File: src/lsu_op_pkg.sv
////////////////////
// load/store ops
////////////////////

`default_nettype none

package lsu_op_pkg;

  // what the op does to memory
  typedef enum logic {
    LS_LOAD  = 1'b0,
    LS_STORE = 1'b1
  } ls_opcode_e;

  // access width, bit 1 means byte and bit 0 means halfword
  typedef enum logic [1:0] {
    LS_WORD = 2'd0,
    LS_HALF = 2'd1,
    LS_BYTE = 2'd2
  } ls_width_e;

  // one operation as the execute side hands it over
  typedef struct packed {
    ls_opcode_e  opcode;
    ls_width_e   width;
    logic        sign_ext;  // loads only, extend from the field msb
    logic [31:0] base;      // address is base + offset
    logic [31:0] offset;
    logic [31:0] wdata;     // stores only, right aligned
  } ls_op_t;

endpackage

`default_nettype wire

File: src/lsu_access_seq.sv
////////////////////
// access sequencer
////////////////////

`timescale 1ns/1ns
`default_nettype none

module lsu_access_seq (
  input  logic               clk_i,
  input  logic               rst_ni,
  // op source
  input  logic               op_valid_i,
  input  lsu_op_pkg::ls_op_t op_i,
  output logic               op_ready_o,   // final access granted
  output logic               done_o,       // final response back
  output logic [31:0]        rdata_o,
  // execute side of the lsu
  output logic               req_ex_o,
  output logic               we_ex_o,
  output logic [1:0]         type_ex_o,
  output logic               sign_ext_ex_o,
  output logic [31:0]        wdata_ex_o,
  output logic [31:0]        operand_a_o,
  output logic [31:0]        operand_b_o,
  output logic               misaligned_ex_o,
  input  logic               misaligned_i,
  input  logic               ready_ex_i,
  input  logic               ready_wb_i,
  input  logic [31:0]        rdata_ex_i,
  input  logic               mem_rvalid_i
);

  typedef enum logic {
    SeqFirst,   // first or only access of an op
    SeqSecond   // upper word of a misaligned op
  } seq_phase_e;

  seq_phase_e         phase_d, phase_q;
  lsu_op_pkg::ls_op_t op_q;       // op copy for the second access
  lsu_op_pkg::ls_op_t cur_op;
  logic               granted;
  logic               last_access;
  logic [1:0]         last_d, last_q;  // queue of last-access flags, head at bit 0
  logic [1:0]         cnt_d, cnt_q;    // queue fill level

  assign cur_op = (phase_q == SeqSecond) ? op_q : op_i;

  // the second access goes out even if op_valid_i drops meanwhile
  assign req_ex_o        = op_valid_i || (phase_q == SeqSecond);
  assign we_ex_o         = (cur_op.opcode == lsu_op_pkg::LS_STORE);
  assign type_ex_o       = cur_op.width;
  assign sign_ext_ex_o   = cur_op.sign_ext;
  assign wdata_ex_o      = cur_op.wdata;
  assign operand_b_o     = cur_op.offset;
  assign misaligned_ex_o = (phase_q == SeqSecond);

  // next word for the second access, the lsu clears the low bits
  assign operand_a_o = (phase_q == SeqSecond) ? op_q.base + 32'd4 : op_i.base;

  // lsu takes the request only when both stages are free
  assign granted     = req_ex_o && ready_ex_i && ready_wb_i;
  assign last_access = (phase_q == SeqSecond) || !misaligned_i;
  assign op_ready_o  = granted && last_access;

  always_comb begin
    phase_d = phase_q;
    if (granted) begin
      phase_d = last_access ? SeqFirst : SeqSecond;
    end
  end

  // pop on rvalid first, then push behind whatever is left
  always_comb begin
    last_d = last_q;
    cnt_d  = cnt_q;
    if (mem_rvalid_i && (cnt_q != 2'd0)) begin
      last_d = {1'b0, last_q[1]};
      cnt_d  = cnt_q - 2'd1;
    end
    if (granted) begin
      last_d[cnt_d[0]] = last_access;
      cnt_d            = cnt_d + 2'd1;
    end
  end

  assign done_o  = mem_rvalid_i && (cnt_q != 2'd0) && last_q[0];
  assign rdata_o = rdata_ex_i;  // rebuilt by the lsu in the rvalid cycle

  always_ff @(posedge clk_i, negedge rst_ni) begin
    if (!rst_ni) begin
      phase_q <= SeqFirst;
      last_q  <= '0;
      cnt_q   <= '0;
    end else begin
      phase_q <= phase_d;
      last_q  <= last_d;
      cnt_q   <= cnt_d;
    end
  end

  // keep the op for the upper access
  always_ff @(posedge clk_i) begin
    if (granted && (phase_q == SeqFirst)) begin
      op_q <= op_i;
    end
  end

endmodule

`default_nettype wire

File: config.mk
export PLATFORM = sky130hd
export DESIGN_NAME = lsu_access_seq
export DESIGN_NICKNAME = d
export VERILOG_FILES = /design/src/lsu_op_pkg.sv /design/src/lsu_access_seq.sv
export SDC_FILE = /design/constraint.sdc
export NUM_CORES = 1
export LEC_CHECK = 0
export BUFFER_PORTS_ARGS = -buffer_cell sky130_fd_sc_hd__buf_4
export CORE_ASPECT_RATIO = 0.75
export CORE_MARGIN = 10
export CORE_UTILIZATION = 40
export CTS_CLUSTER_SIZE = 25
export DETAILED_ROUTE_END_ITERATION = 12
export HOLD_SLACK_MARGIN = 0.03
export PLACE_DENSITY = 0.72
export SKIP_LAST_GASP = 1
export SLEW_MARGIN = 20
export SYNTH_ARGS = -nofsm -noshare
export SYNTH_HDL_FRONTEND = slang
export SYNTH_SLANG_ARGS = --single-unit
File: constraint.sdc
create_clock -name clk_i -period 7.2 [get_ports clk_i]
set_input_delay 1.44 -clock clk_i [delete_from_list [all_inputs] [get_ports clk_i]]
set_output_delay 1.44 -clock clk_i [all_outputs]
set_load 0.03 [all_outputs]
### Word-level counts from Yosys, hierarchy flattened

Cells that the tools add are included.

* flip-flop bits (word level): 105
* logic and storage cells: 36
* output and inout bits: 136
* bits of input ports: 139

* mux-type cells: 10
* $lt $le $gt $ge: 2
* add/subtract/negate cells: 3
* bitwise logic cells: 1
* reduce and logical (&&, ||, !) cells: 11

Operators with widths (number)
* $mux W100: 1
* $add A32 B3 Y32 const B: 1
* $mux W32: 1
* $mux W2: 4
* $logic_and A1 B1 Y1: 7
* $add A2 B1 Y2 const B: 1
* $bwmux W2: 1
* $logic_or A1 B1 Y1: 2
* $lt A1 B2 Y1 const B: 1
* $mux W1: 2
* $reduce_bool A2 Y1: 1
* $sub A2 B1 Y2 const B: 1
* $demux W1 S1: 1
* $ge A1 B1 Y1 const B: 1
* $logic_not A1 Y1: 1
* $not A1 Y1: 1

### Logic depth before layout (Yosys ltp)

* depth in word-level cells: 9
* depth in mapped cells: 7
* depth with buffers taken out: 6

### Worst setup path after synthesis

OpenSTA, ideal clock, no wires.

* kind: input-to-reg
* start point: input ready_ex_i
* end point: register op_q[0] in the netlist's numbering, enable pin
* buffers on the path: 0
* stages: 2
* arrival time: 5.807 ns
* setup slack: 0.833 ns
* library setup time: 0.560 ns
* required time: 6.640 ns
* path through: o211ai_1 -> nor2_1

* cells in the longest elaborated chain, start to end: 3

RTL lines
* start, declared: line lsu_access_seq.sv:27 `input logic ready_ex_i,`
* $logic_and A1 B1 Y1 (2 in a row): line lsu_access_seq.sv:61 `assign granted = req_ex_o && ready_ex_i && ready_wb_i;`
* $logic_and A1 B1 Y1: line lsu_access_seq.sv:103 `if (granted && (phase_q == SeqFirst)) begin`
* end signal, assigned: line lsu_access_seq.sv:104 `op_q <= op_i;`
* end, declared: line lsu_access_seq.sv:39 `lsu_op_pkg::ls_op_t op_q;`

Every way passes these cells.
A chain may end at the register's enable or synchronous reset.

### Final worst setup path

* start point: register phase_q, in the netlist misaligned_ex_o
* end point: output op_ready_o

* cells in the longest elaborated chain, start to end: 4
* elaborated cells on any way between the ends: 5
* classes of those cells: reduce/logical (5)

RTL lines
* start, declared: line lsu_access_seq.sv:38 `seq_phase_e phase_d, phase_q;`
* start signal, assigned: line lsu_access_seq.sv:91 `phase_q <= SeqFirst;`
* start signal, assigned: line lsu_access_seq.sv:95 `phase_q <= phase_d;`
* $logic_or A1 B1 Y1: line lsu_access_seq.sv:49 `assign req_ex_o = op_valid_i || (phase_q == SeqSecond);`
* $logic_and A1 B1 Y1 (2 in a row): line lsu_access_seq.sv:61
* $logic_and A1 B1 Y1 (*): line lsu_access_seq.sv:63 `assign op_ready_o = granted && last_access;`
* end, declared: line lsu_access_seq.sv:14 `output logic op_ready_o,`

Mark *: on every way between the ends. The rest lies on a longest branch, timed or not.

==> out/metrics.csv <==
metric;value;unit
track_usage;15.3;%
yosys.area_share.simple;10.7;%
synth_common_cells;edfxtp_1, mux2_2, buf_4;
drtAntennaViolNets;0;
vias;3944;
dp_cells;741;
grt_pass1_wl;22.7;mm
synth_cells;414;
port_buffers;210;
switching_share;36.7;%
antenna_found_initial;0;
drtIter0Drc;236;
combPwrFrac;38.6;%
wl_per_cell;19.8;um
drc;0;
crit_fanout;70;
p_per_area;297;nW/um2
hold_class;flip-flop to flip-flop;
tightest_slew;916;ps
power_frac_seq;37.0;%
yosys.area_share.adder;0.463;%
finalSetupViolations;0;
ir_worst_vdd;0.000230;V
final_nets;722;
synth_edf_count;100;
power.share.clock;24.5;%
synth-seq-area-share;57.9;%
ys_ff_latch;105;
htreeDepth;3;
fin_total_pwr;0.00213;W
endpoint_kind;primary output;
syn_area;5400;um2
fp.dieW;154;um
required;5760;ps
fmax;226;MHz
boundaryPins;275;
synth_top_area_share;55.6;%
cts_sinks;105;
relSlewSlack;38.9;%
insertion_delay;360;ps
status;finished, final reports clean;
drv_cap;0;
start_kind;flip-flop;
postCtsHoldBufs;0;
worst-setup-path-type;flip-flop to primary output;
dieArea;18600;um2
worstPathArrival;2990;ps
overflow;0;
post-cts-setup-buffers;0;
design_area;7170;um2
hpwl;11.5;mm
clock_skew;8.16;ps
leakagePower;2.74;nW
globalplace.congestion;0.815;
routed_via_density;5.21;
numCtsBuffers;9;
syn2layout_area_growth;32.7;%
core.rowCount;36;
fin_tns_setup;0;ps
die_h;121;um
hold_viol;0;
ys_types;41;
start_util;41.2;%
synth.largest_area_cell;edfxtp_1;
drive_gt1_share;52.4;%
grt_max_degree;73;
cts_root_buf;clkbuf_16;
yosys_warnings;0;
synth_xor_area_share;2.43;%
dr.pass1.iters;4;
synth_top_family_by_area;multiplexers;
synth_fp_nets;555;
maxSlewViolCount;0;
fin_crit_sh;61.5;%
synth.most_common_cell;edfxtp_1;
dpl_cell_area;6850;um2
diodes;0;
muxShareOfSynthArea;14.8;%
synth_top_cells_by_area;edfxtp_1, mux2_2, buf_4;
p_sw;0.000783;W
clk_pin_slew;70;ps
synthFlopType;edfxtp_1;
cts_tree;done;
cts_buffer_depth;2;
grt_setup_unrepaired;false;
finalNonFillerCells;757;
async_flop_share;4.76;%
intPower;0.00135;W
num-fill-cells;1099;
drt_wl_total;15.0;mm
postSynthAreaPerCell;13.1;um2
timing.final.crit_period;4430;ps
core;13100;um2
synth_compound_area_share;6.55;%
cts_resized;0;
utilization;54.7;%
grt_pass1_vias;4169;
[registers in the layout (all words and copies together), names as in the netlist]
| register | count |
|---|---|
| cnt_q | 2 |
| last_q | 2 |
| misaligned_ex_o | 1 |
| op_q | 100 |
[critical path, cell delays in order (launching register included)]
cell and delay (ps):
dfrtp_4 880, buf_4 750, o211ai_1 420, a21oi_1 310, buf_4 210
[logic make-up after synthesis]
logic type,Yosys count
AOI/OAI and AO/OA,57
adders and majority gates,2
buffers and inverters,60
muxes,71
and+or+nand+nor,104
xor gates and xnor gates,15
DFF,105
[worst paths after layout]
kind	slack, ps	start	cells after the start	endpoint
min	600	cnt_q[0]$_DFF_PN0_	1	last_q[1]$_DFF_PN0_
min in group asynchronous	880	rst_ni	1	cnt_q[1]$_DFF_PN0_
max reg2reg	3100	misaligned_ex_o$_DFFE_PN0P_	4	op_q[55]$_DFFE_PP_
max	2770	misaligned_ex_o$_DFFE_PN0P_	4	op_ready_o
min reg2reg	600	cnt_q[0]$_DFF_PN0_	1	last_q[1]$_DFF_PN0_
max in group asynchronous	6190	rst_ni	1	misaligned_ex_o$_DFFE_PN0P_
[power groups by stage]
| stage | Clock [W] | Sequential, W | Combinational, W |
|---|---|---|---|
| after global routing | 0.000559 | 0.000798 | 0.000876 |
| final | 0.000522 | 0.000788 | 0.000823 |
| after floorplan | 0 | 0.000769 | 0.000598 |
| after global placement | 0 | 0.000799 | 0.000823 |
| after CTS | 0.000536 | 0.000788 | 0.000835 |
| after detailed placement | 0 | 0.000801 | 0.000832 |
[layout by cell type (no fill, tap or decap), drive strengths merged, types with 4 or more instances in the layout]
master  count
o31ai      14
nor2       29
or4        15
buf       212
and3        5
nand4      11
inv         7
edfxtp    100
a21oi      18
nand3      14
clkbuf      9
xor2       10
nand2      14
xnor2       5
o21ai       4
dfrtp       5
a31oi      16
mux2       71
[per-stage QoR]
stage / setup slack [ps] / hold WS [ps]
floorplan: 833 / 525
global placement: 3180 / 582
detailed placement: 3040 / 569
CTS: 2740 / 583
global route: 2490 / 623
finish: 2770 / 604
[per-layer routing]
layer | wire [um] | up-vias | global-route usage (%)
met5 | 0 | - | 0
li1 | - | 1889 | -
met3 | 2020 | 37 | 10.0
met2 | 6970 | 169 | 24.5
met4 | 263 | 0 | 4.48
met1 | 5720 | 1849 | 16.3
[layout make-up]
class | instances | area [um2] | share of cell area (%)
Clock buffer | 9 | 225 | 3.14
Timing Repair Buffer | 212 | 1590 | 22.2
Clock inverter | 7 | 98.8 | 1.38
Inverter | 4 | 15.0 | 0.209
Sequential cell | 105 | 3130 | 43.7
Multi-Input combinational cell | 249 | 1890 | 26.4
Tap cell | 171 | 214 | 2.98
(Power assumes the default switching activity.)
