`src/mem_bus_pkg.sv`:
```
////////////////////
// data bus types
////////////////////

`default_nettype none

package mem_bus_pkg;

  // one enable per byte of the 32-bit data word
  localparam int unsigned BE_WIDTH = 4;

  // request side, driven by the LSU
  // all fields stay stable from req until gnt
  typedef struct packed {
    logic                req;    // access pending
    logic                we;     // 1 = store, 0 = load
    logic [BE_WIDTH-1:0] be;     // byte enables, lane 0 is the low byte
    logic [31:0]         addr;   // byte address, ram uses addr[31:2]
    logic [31:0]         wdata;  // already rotated into byte lanes
  } mem_req_t;

  // response side, driven by the ram
  // gnt and err are combinational, rvalid and rdata follow a grant
  // by one cycle
  typedef struct packed {
    logic        gnt;     // request accepted this cycle
    logic        err;     // access outside the ram, only with gnt
    logic        rvalid;  // response for the grant of last cycle
    logic [31:0] rdata;   // load data, zero after an errant load
  } mem_rsp_t;

endpackage

`default_nettype wire

```
`src/load_store_unit.sv`:
```
////////////////////
// load/store unit
////////////////////

`timescale 1ns/1ns
`default_nettype none

module load_store_unit (
  input  logic                  clk_i,
  input  logic                  rst_ni,
  // execute side
  input  logic                  req_ex_i,
  input  logic                  we_ex_i,
  input  logic [1:0]            type_ex_i,       // word, half or byte
  input  logic                  sign_ext_ex_i,
  input  logic [31:0]           wdata_ex_i,
  input  logic [31:0]           operand_a_i,     // base
  input  logic [31:0]           operand_b_i,     // offset
  input  logic                  addr_useincr_i,  // add operand b to the address
  input  logic                  misaligned_ex_i, // second access of a split op
  // data bus
  output mem_bus_pkg::mem_req_t mem_req_o,
  input  mem_bus_pkg::mem_rsp_t mem_rsp_i,
  // back to the execute side
  output logic [31:0]           rdata_ex_o,
  output logic                  misaligned_o,
  output logic                  ready_ex_o,
  output logic                  ready_wb_o,
  output logic                  load_err_o,
  output logic                  store_err_o,
  output logic                  busy_o
);

  localparam int unsigned BW = mem_bus_pkg::BE_WIDTH;

  typedef enum logic {
    Idle,        // no response outstanding
    WaitRValid   // a granted access waits for its response
  } lsu_state_e;

  typedef enum logic [1:0] {
    RespRegular,     // plain aligned access
    RespMisaligned,  // lower part of a split access
    RespAligned      // upper part merged with the lower one
  } resp_state_e;

  lsu_state_e  state_d, state_q;
  resp_state_e resp_state_d, resp_state_q;

  logic [1:0]      shamt;
  logic [31:0]     data_addr;
  logic [BW-1:0]   be_base;
  logic [2*BW-1:0] be_wide;  // mask before the split into two words
  logic [BW-1:0]   data_be;
  logic [31:0]     data_wdata;
  logic            data_req;
  logic            ex_valid;  // access granted this cycle

  // request properties kept for the response
  logic [BW-1:0] mask_q;
  logic [1:0]    shamt_q;
  logic [1:0]    type_q;
  logic          sign_ext_q;
  logic          we_q;
  logic [31:0]   rdata_d, rdata_q;

  // byte offset of the access
  always_comb begin
    shamt = operand_a_i[1:0];
    if (addr_useincr_i) begin
      shamt = shamt + operand_b_i[1:0];
    end
  end

  always_comb begin
    data_addr = operand_a_i;
    if (addr_useincr_i) begin
      data_addr = data_addr + operand_b_i;
      if (misaligned_ex_i) begin
        data_addr = data_addr & 32'hFFFF_FFFC;  // upper word starts at byte 0
      end
    end
  end

  // lanes past byte 3 spill into the second word
  always_comb begin
    if (type_ex_i[1]) begin
      be_base = BW'(1);
    end else if (type_ex_i[0]) begin
      be_base = BW'(3);
    end else begin
      be_base = '1;
    end
    be_wide = {{BW{1'b0}}, be_base} << shamt;
    data_be = misaligned_ex_i ? be_wide[2*BW-1:BW] : be_wide[BW-1:0];
  end

  // rotate left so each byte lands in its lane for both accesses
  always_comb begin
    case (shamt)
      2'd0:    data_wdata = wdata_ex_i;
      2'd1:    data_wdata = {wdata_ex_i[23:0], wdata_ex_i[31:24]};
      2'd2:    data_wdata = {wdata_ex_i[15:0], wdata_ex_i[31:16]};
      default: data_wdata = {wdata_ex_i[7:0], wdata_ex_i[31:8]};
    endcase
  end

  // word needs two accesses unless it is aligned
  // halfword only at offset 3
  always_comb begin
    misaligned_o = 1'b0;
    if (req_ex_i && !misaligned_ex_i) begin
      misaligned_o = ((type_ex_i == 2'b00) && (data_addr[1:0] != 2'b00))
                  || ((type_ex_i == 2'b01) && (data_addr[1:0] == 2'b11));
    end
  end

  assign ex_valid = data_req && mem_rsp_i.gnt;

  always_comb begin
    resp_state_d = resp_state_q;
    if (ex_valid && misaligned_o) begin
      resp_state_d = RespMisaligned;  // next response is the lower part
    end else if (mem_rsp_i.rvalid) begin
      resp_state_d = (resp_state_q == RespMisaligned) ? RespAligned : RespRegular;
    end
  end

  // rebuild load data in the rvalid cycle
  always_comb begin
    rdata_d = rdata_q;
    if (mem_rsp_i.rvalid && !we_q) begin
      rdata_d = mem_rsp_i.rdata
              & {{8{mask_q[3]}}, {8{mask_q[2]}}, {8{mask_q[1]}}, {8{mask_q[0]}}};
      if (resp_state_q == RespAligned) begin
        rdata_d = (rdata_d << (8 * (4 - shamt_q))) | rdata_q;  // upper bytes on top
      end else begin
        rdata_d = rdata_d >> (8 * shamt_q);
      end
      // lower part of a split load is not complete yet
      if (sign_ext_q && (resp_state_q != RespMisaligned)) begin
        if (type_q[1]) begin
          rdata_d = {{24{rdata_d[7]}}, rdata_d[7:0]};
        end else if (type_q[0]) begin
          rdata_d = {{16{rdata_d[15]}}, rdata_d[15:0]};
        end
      end
    end
  end

  // request FSM lets a new request go out with the rvalid
  always_comb begin
    state_d    = state_q;
    data_req   = 1'b0;
    ready_ex_o = 1'b1;
    ready_wb_o = 1'b1;
    case (state_q)
      Idle: begin
        data_req = req_ex_i;
        if (req_ex_i) begin
          ready_ex_o = mem_rsp_i.gnt;
          if (ex_valid) begin
            state_d = WaitRValid;
          end
        end
      end
      WaitRValid: begin
        ready_wb_o = 1'b0;
        if (mem_rsp_i.rvalid) begin
          ready_wb_o = 1'b1;
          data_req   = req_ex_i;
          if (req_ex_i) begin
            ready_ex_o = mem_rsp_i.gnt;
            state_d    = ex_valid ? WaitRValid : Idle;  // not granted, retry from Idle
          end else begin
            state_d = Idle;
          end
        end
      end
      default: state_d = Idle;
    endcase
  end

  assign mem_req_o = '{
    req:   data_req,
    we:    we_ex_i,
    be:    data_be,
    addr:  data_addr,
    wdata: data_wdata
  };

  assign rdata_ex_o  = rdata_d;  // holds the last result outside rvalid
  assign load_err_o  = ex_valid && mem_rsp_i.err && !we_ex_i;
  assign store_err_o = ex_valid && mem_rsp_i.err && we_ex_i;
  assign busy_o      = (state_q == WaitRValid) || data_req;

  always_ff @(posedge clk_i, negedge rst_ni) begin
    if (!rst_ni) begin
      state_q      <= Idle;
      resp_state_q <= RespRegular;
      we_q         <= 1'b0;
    end else begin
      state_q      <= state_d;
      resp_state_q <= resp_state_d;
      if (ex_valid) begin
        we_q <= we_ex_i;
      end
    end
  end

  always_ff @(posedge clk_i) begin
    rdata_q <= rdata_d;
    if (ex_valid) begin
      mask_q     <= data_be;
      shamt_q    <= shamt;
      type_q     <= type_ex_i;
      sign_ext_q <= sign_ext_ex_i;
    end
  end

endmodule

`default_nettype wire

```
`config.mk`:
```
export PLATFORM = sky130hd
export DESIGN_NAME = load_store_unit
export DESIGN_NICKNAME = d
export VERILOG_FILES = /design/src/mem_bus_pkg.sv /design/src/load_store_unit.sv
export SDC_FILE = /design/constraint.sdc
export NUM_CORES = 1
export LEC_CHECK = 0
export BUFFER_PORTS_ARGS = -buffer_cell sky130_fd_sc_hd__buf_2
export CORE_UTILIZATION = 45
export CTS_CLUSTER_SIZE = 12
export DETAILED_ROUTE_END_ITERATION = 8
export GPL_TIMING_DRIVEN = 0
export PLACE_DENSITY = 0.77
export SLEW_MARGIN = 40
export SYNTH_ARGS = -nofsm -noshare
export SYNTH_HDL_FRONTEND = slang
export SYNTH_SLANG_ARGS = --single-unit
```
`constraint.sdc`:
```
create_clock -name clk_i -period 2.63 [get_ports clk_i]
set_clock_uncertainty 0.15 [all_clocks]
set_input_delay 0.263 -clock clk_i [delete_from_list [all_inputs] [get_ports clk_i]]
set_output_delay 0.263 -clock clk_i [all_outputs]
set_load 0.05 [all_outputs]
```
==> results of run 1 <==
logic make-up after synthesis:
kind of cell	after synthesis	share of synthesized area [%]
AO/OA/AOI/OAI	298	33.87
buffers and inverters	75	5.256
adder cells (fa/ha/maj)	35	7.614
multiplexers	94	16.87
flip-flops	45	17.48
AND/OR/NAND/NOR	190	14.97
XOR/XNOR	26	3.937
through the flow:
stage	utilization, %	setup slack [ps]	cell area (sq um)
floorplan	-	-372.4	7086
global placement	67.92	-727.7	8537
detailed placement	67.95	-738.4	8541
CTS	85.09	-490.3	10690
timing repair:
item | CTS
resized for setup | 378
hold buffers | 2
gates cloned | 5
pin swaps | 58
setup endpoints to repair | 101
hold endpoints to repair | 5
buffers inserted | 56
metal layers:
| layer | global-route usage, % | GRT overflow |
|---|---|---|
| met2 | 86.91 | 2 |
| met3 | 42.12 | 0 |
| met5 | 8.148 | 0 |
| met1 | 65.19 | 0 |
| met4 | 65.02 | 2 |
synth_stat cells, types with 10 or more instances:
cell / n
a22oi_1: 24
mux2_2: 24
ha_1: 32
o21ai_0: 71
inv_1: 16
a221oi_1: 26
xnor2_1: 14
nor2b_1: 13
nand2_1: 91
xor2_1: 12
o22ai_1: 10
a21o_1: 16
a211oi_1: 11
nor2_1: 34
nand3_1: 13
dfxtp_1: 32
clkbuf_1: 41
mux2i_1: 69
a21oi_1: 83
==> flow_summary.yaml, run 1 <==
synth:
  yosysTopAreaCellShare_pct: 11.94
  synth.top_cells.by_area: "mux2i_1, dfxtp_1, a21oi_1"
  synth-edff-count: 9
  synth.distinct_cells: 68
  ys_seq_elements: 45
  synth.net_count: 936
  yosysWarnings: 0
  ys.flop_type: "dfxtp_1"
  synth.cell_area_sq_um: 5784
  synth_area_per_cell_sq_um: 7.581
  netlist_instances: 763
  yosysTopAreaCell: "mux2i_1"
  async_flop_share_pct: 8.889
  yosysSeqAreaShare_pct: 17.48
timing:
  worstEpCategory: "output port"
  worst_endpoint: "rdata_ex_o[21]"
floorplan:
  fp.dieW_microns: 115.4
  rows: 41
  io_pins: 248
  die_h_microns: 115.4
  initial_core_util_pct: 46.02
global_route:
  overflow: 4
  grt_max_degree: 14
  grt_use_total_pct: 64.64
placement:
  port_buffers: 247
  dp.cells: 1182
  gp_congestion: 0.9774
  hpwl_microns: 17520
run_status:
  failed_stage: "global routing"
  status: "aborted with a tool error"
  error_line: "[ERROR GRT-0232] Routing congestion too high. Check the congestion heatmap in the GUI."
clock_network:
  numCtsBuffers: 5
  clock-root-buffer: "clkbuf_16"
  htreeDepth: 2
  clock-sinks: 45
  cts_buffer_depth: 2
==> run 2: changes to the inputs <==
Settings changed: CORE_UTILIZATION 45 to 40, CTS_CLUSTER_SIZE 12 to unset, PLACE_DENSITY 0.77 to unset, PLACE_DENSITY_LB_ADDON set to 0.15.
Clock period 2.63 ns to 3.4 ns, I/O delays scaled along.
==> run 2 against run 1 <==
The flow now finishes without violations. Synthesized cell count stayed put. Synthesized area did not move.
==> flow_summary.yaml, run 2 <==
detailed_routing:
  drt-initial-drc-count: 603
  via_per_inst: 5.745
  drc: 0
  dr.pass1.iters: 6
  vias: 6980
  drt-total-wl_microns: 20720
  ant_nets: 0
  wl_per_cell_microns: 17.05
worst_setup_path:
  r2r_setup_slack_ps: 540
  cp.required_ps: 2910
  cp-start-kind: "register"
  crit_fanout: 9
  r2r_end: "rdata_q[24]$_DFF_P_"
  rr_worst_depth: 12
  startpoint: "shamt_q[0]$_DFFE_PP_"
  crit_arrival_ps: 2850
  crit_end: "rdata_ex_o[12]"
  critPathKind: "reg -> out"
  critPathCaptureType: "output port"
  reg2reg_from: "shamt_q[0]$_DFFE_PP_"
timing:
  rsz0062_at_grt: "true"
  drv_slew: 0
  finalSetupTns_ps: 0
  hold_viol: 0
  fin_crit_ps: 3336
  setup_viol: 0
  setup_ws_ps: 63.96
  fmax_ghz: 0.2998
  worst_slew_pin_slew_ps: 770.1
  relSlewSlack_pct: 48.47
  finalCritPeriodShare_pct: 98.12
pwr:
  power.leakage_nw: 3.661
  totalPowerFinal_mw: 3.395
  irDropWorstVdd_mv: 0.1919
  powerDensity_nw_per_um2: 424.8
floorplan:
  rows: 43
  io_pins: 248
  fp.dieW_microns: 122.3
  die_h_microns: 122.3
  core_area_sq_um: 13990
  die_area_sq_um: 14950
  initial_core_util_pct: 41.35
final_layout:
  drive_above_1_share_pct: 37.00
  final_util_pct: 57.12
  seqCellArea_sq_um: 1011
  nFillCells: 1425
  diodes: 0
  multiInputGateArea_sq_um: 4740
  largest_registers: "rdata_q: 32 flops, mask_q: 4 flops"
  largest_register: "rdata_q"
  largest_reg_flops: 32
  layout_commonest_cell: "buf_2"
  stdcell_area_sq_um: 7990
  mostFrequentLayoutCells: "buf_2, nand2_1, a21oi_1"
  syn_to_final_growth_pct: 38.14
  fin_nets: 1207
clock_network:
  clock-root-buffer: "clkbuf_16"
  clk_latency_ps: 300
  htreeDepth: 2
  cts_buffer_depth: 2
  clkSlewWorstSetupHoldPaths_ps: 70
  numCtsBuffers: 5
  cts_tree: "yes"
  clock-sinks: 45
min_path:
  hold_path_class: "in -> reg"
  holdPathStages: 1
synth:
  synth_area_per_cell_sq_um: 7.581
  ys.flop_type: "dfxtp_1"
  yosysWarnings: 0
  yosys.cell_count.top_type: "nand2_1"
  netlist_instances: 763
  synth.top_cells.by_area: "mux2i_1, dfxtp_1, a21oi_1"
  yosysTopAreaCellShare_pct: 11.94
  synth_common_cells: "nand2_1, a21oi_1, o21ai_0"
  synth-edff-count: 9
  synth.distinct_cells: 68
  async_flop_share_pct: 8.889
  synth.net_count: 936
  yosysTopAreaCell: "mux2i_1"
  yosysSeqAreaShare_pct: 17.48
  synth.cell_area_sq_um: 5784
  ys_seq_elements: 45
placement:
  gp_congestion: 0.9596
  hpwl_microns: 16720
  pre_cts_ws_ps: -515.4
  port_buffers: 247
  place_area_sq_um: 7330
global_route:
  grt_first_pass_wirelength_microns: 30940
  grt_max_degree: 18
  overflow: 0
  antenna_found_initial: 0
  grt_pass1_vias: 6274
  grt_use_total_pct: 25.90
run:
  maxCapViolCount: 0
run_status:
  status: "finished clean"
-- run 2: area by class of cell --
class / instances / area share, %
multi-input cells: 643 / 59.32
repair buffers: 267 / 19.06
flip-flops and latches: 45 / 12.65
plain buffers: 53 / 3.241
well taps: 180 / 2.819
clock buffers: 5 / 1.566
inverters: 19 / 0.9865
clock inverters: 3 / 0.3602
-- run 2: through the flow --
step | instances | hold WS, ps
detailed placement | 1190 | 0.4414
global route | 1215 | 64.35
CTS | 1205 | 66.87
global placement | 1190 | 0.9059
floorplan | 763 | -105.6
finish | 1215 | 69.23
-- run 2: metal layers --
layer  track usage [%]  wire [microns]
met1             32.98            8863
met2             44.03            9759
met3             3.810            1520
met4             9.527             577
met5                 0               0
-- run 2: power by group --
part | internal [mW] | switching [mW]
sequential | 0.636 | 0.0372
combinational | 0.698 | 1.50
clock | 0.284 | 0.244
total | 1.62 | 1.78
-- run 2: repair_timing --
| item | CTS | global route |
|---|---|---|
| buffers inserted | 7 | 11 |
| hold endpoints to repair | 4 | 0 |
| resized for setup | 41 | 71 |
| cloned | 1 | 0 |
| hold buffers | 1 | 0 |
| endpoints found under the setup margin | 36 | 68 |
| pin swaps | 5 | 16 |
-- run 2: how the worst min path moves through the flow --
stage	start	slack, ps	endpoint
after floorplan	rst_ni	-110	resp_state_q[0]$_DFFE_PN0P_
after global placement	rst_ni	0.9	we_q$_DFFE_PN0P_
after detailed placement	rst_ni	0.4	we_q$_DFFE_PN0P_
after CTS	sign_ext_ex_i	70	sign_ext_q$_DFFE_PP_
after global routing	sign_ext_ex_i	60	sign_ext_q$_DFFE_PP_
final	sign_ext_ex_i	70	sign_ext_q$_DFFE_PP_
-- run 2: cells by family after synthesis --
kind of cell / count (synthesis) / share of synthesized area (%)
AOI/OAI and AO/OA: 298 / 33.87
and+or+nand+nor: 190 / 14.97
muxes: 94 / 16.87
DFF: 45 / 17.48
buffers and inverters: 75 / 5.256
adders and majority gates: 35 / 7.614
xor gates and xnor gates: 26 / 3.937
-- run 2: worst max-delay path, cell delays in order, from the launching register on --
cell and delay, ps:
edfxtp_1 450, clkbuf_8 190, buf_6 120, nand3b_1 170, a21oi_1 90, o31a_1 350
nor2b_2 190, nor2_1 600, a21oi_2 180, buf_6 210
Note: power is estimated with default switching activity, not from simulation.
==> run 3: changes to the inputs <==
Settings changed: CORE_MARGIN set to 2, CORE_UTILIZATION 40 to 45, RECOVER_POWER set to 100.
==> run 3 against run 2 <==
Worst setup slack worse by 22 ps. Global-route usage up 3.0 points. Highest routed layer unchanged. Sequential power about the same. Register-to-register slack better by 300 ps. Critical endpoint is now mem_req_o[63]. Hold slack worse by 2.9 ps.
==> flow_summary.yaml, run 3 (synthesized netlist as in run 2, its figures left out) <==
worst_setup_path:
  r2r_setup_slack_ps: 840
  critPathKind: "in -> out"
  crit_arrival_ps: 2870
  rr_worst_depth: 11
  startpoint: "operand_b_i[14]"
  cp.required_ps: 2910
  r2r_end: "rdata_q[24]$_DFF_P_"
  cp-start-kind: "primary input"
  critPathCaptureType: "output port"
  crit_end: "mem_req_o[63]"
  reg2reg_from: "shamt_q[0]$_DFFE_PP_"
  crit_fanout: 5
placement:
  port_buffers: 247
  gp_congestion: 0.9523
  hpwl_microns: 17020
timing:
  setup_viol: 0
  worst_slew_pin_slew_ps: 742.4
  relSlewSlack_pct: 50.51
  fmax_ghz: 0.2978
  hold_viol: 0
  whs_ps: 66.28
  finalCritPeriodShare_pct: 98.78
  drv_slew: 0
  fin_crit_ps: 3358
  rsz0062_at_grt: "true"
final_layout:
  largest_registers: "rdata_q: 32 flops, mask_q: 4 flops"
  syn_to_final_growth_pct: 42.14
  layout_commonest_cell: "buf_2"
  drive_above_1_share_pct: 38.45
  final_util_pct: 65.42
  largest_register: "rdata_q"
  fin_nets: 1215
  nFillCells: 1172
  largest_reg_flops: 32
  mostFrequentLayoutCells: "buf_2, nand2_1, a21oi_1"
floorplan:
  core_area_sq_um: 12570
  fp.dieW_microns: 117.4
  rows: 41
  io_pins: 248
  die_area_sq_um: 13780
  initial_core_util_pct: 46.02
  die_h_microns: 117.4
clock_network:
  cts_buffer_depth: 2
  clkSlewWorstSetupHoldPaths_ps: 70
  cts_tree: "yes"
  clock-sinks: 45
  htreeDepth: 2
  clock-root-buffer: "clkbuf_16"
  clk_latency_ps: 300
  numCtsBuffers: 5
run_status:
  status: "finished clean"
global_route:
  grt_use_total_pct: 28.87
  grt_max_degree: 18
  grt_pass1_vias: 6727
  overflow: 0
  grt_first_pass_wirelength_microns: 33100
  antenna_found_initial: 2
detailed_routing:
  ant_nets: 0
  wl_per_cell_microns: 18.04
  via_per_inst: 5.887
  drc: 0
  vias: 7165
  drt-initial-drc-count: 603
  drt-total-wl_microns: 21950
  dr.pass1.iters: 6
min_path:
  hold_path_class: "in -> reg"
pwr:
  power.leakage_nw: 3.717
  powerDensity_nw_per_um2: 419.2
  irDropWorstVdd_mv: 0.2366
run:
  maxCapViolCount: 0
run 3: worst min-delay path by stage:
| stage | slack, ps | from | endpoint | cells after the start |
|---|---|---|---|---|
| 6_report | 70 | sign_ext_ex_i | sign_ext_q$_DFFE_PP_ | 1 |
| 5_1_grt | 60 | sign_ext_ex_i | sign_ext_q$_DFFE_PP_ | 1 |
| 4_1_cts | 70 | sign_ext_ex_i | sign_ext_q$_DFFE_PP_ | 1 |
| 3_5_place_dp | 3 | rst_ni | resp_state_q[0]$_DFFE_PN0P_ | 1 |
| 3_3_place_gp | -0.03 | rst_ni | resp_state_q[0]$_DFFE_PN0P_ | 1 |
| 2_1_floorplan | -110 | rst_ni | resp_state_q[0]$_DFFE_PN0P_ | 0 |
run 3: power breakdown:
part / total (mW) / switching [mW] / internal (mW)
combinational: 2.24 / 1.52 / 0.719
clock: 0.530 / 0.247 / 0.284
sequential: 0.674 / 0.0377 / 0.636
total: 3.45 / 1.81 / 1.64
run 3: metrics by stage:
step / setup WS, ps / setup TNS, ps / cell area (sq um) / total power [mW] / cells
after floorplan: 29.11 / 0 / 5868 / 2.211 / 763
after global placement: -512.3 / -9553 / 7320 / 2.708 / 1182
after detailed placement: -518.2 / -9983 / 7320 / 2.713 / 1182
after CTS: -8.449 / -8.449 / 7721 / 3.315 / 1196
after global routing: -49.21 / -308.8 / 8222 / 3.601 / 1217
final: 41.53 / 0 / 8222 / 3.446 / 1217
run 3: layout make-up:
type | instances | area [sq um] | share of cell area (%)
Inverter | 19 | 78.83 | 0.9588
Multi-Input combinational cell | 643 | 4910 | 59.72
Clock inverter | 3 | 28.78 | 0.3500
Sequential cell | 45 | 1011 | 12.30
Buffer | 52 | 261.5 | 3.181
Timing Repair Buffer | 276 | 1587 | 19.30
Tap cell | 172 | 215.2 | 2.618
Antenna cell | 2 | 5.005 | 0.06087
Clock buffer | 5 | 125.1 | 1.522
run 3: timing repair:
| action | 4_1_cts | 5_1_grt |
|---|---|---|
| gates cloned | 1 | 0 |
| setup endpoints to repair | 41 | 61 |
| hold endpoints to repair | 4 | 0 |
| pin swaps | 5 | 31 |
| hold buffers | 1 | 0 |
| gates resized for setup | 56 | 94 |
| buffers inserted | 6 | 21 |
run 3: layer usage:
metal | vias up | share of wire, % | global-route usage [%]
met5 | - | 0 | 0
met4 | 0 | 3.1 | 10.32
li1 | 3430 | - | -
met2 | 356 | 50 | 52.60
met1 | 3337 | 39 | 34.30
met3 | 42 | 7.0 | 4.280
run 3: critical path, stage by stage:
cell and delay, ps:
buf_2 120, ha_4 270, a21oi_4 200, o21ai_2 100
a2111oi_4 420, o31ai_4 150, a211o_1 410, a31oi_4 240
mux2i_2 290, xor2_2 160, buf_6 170
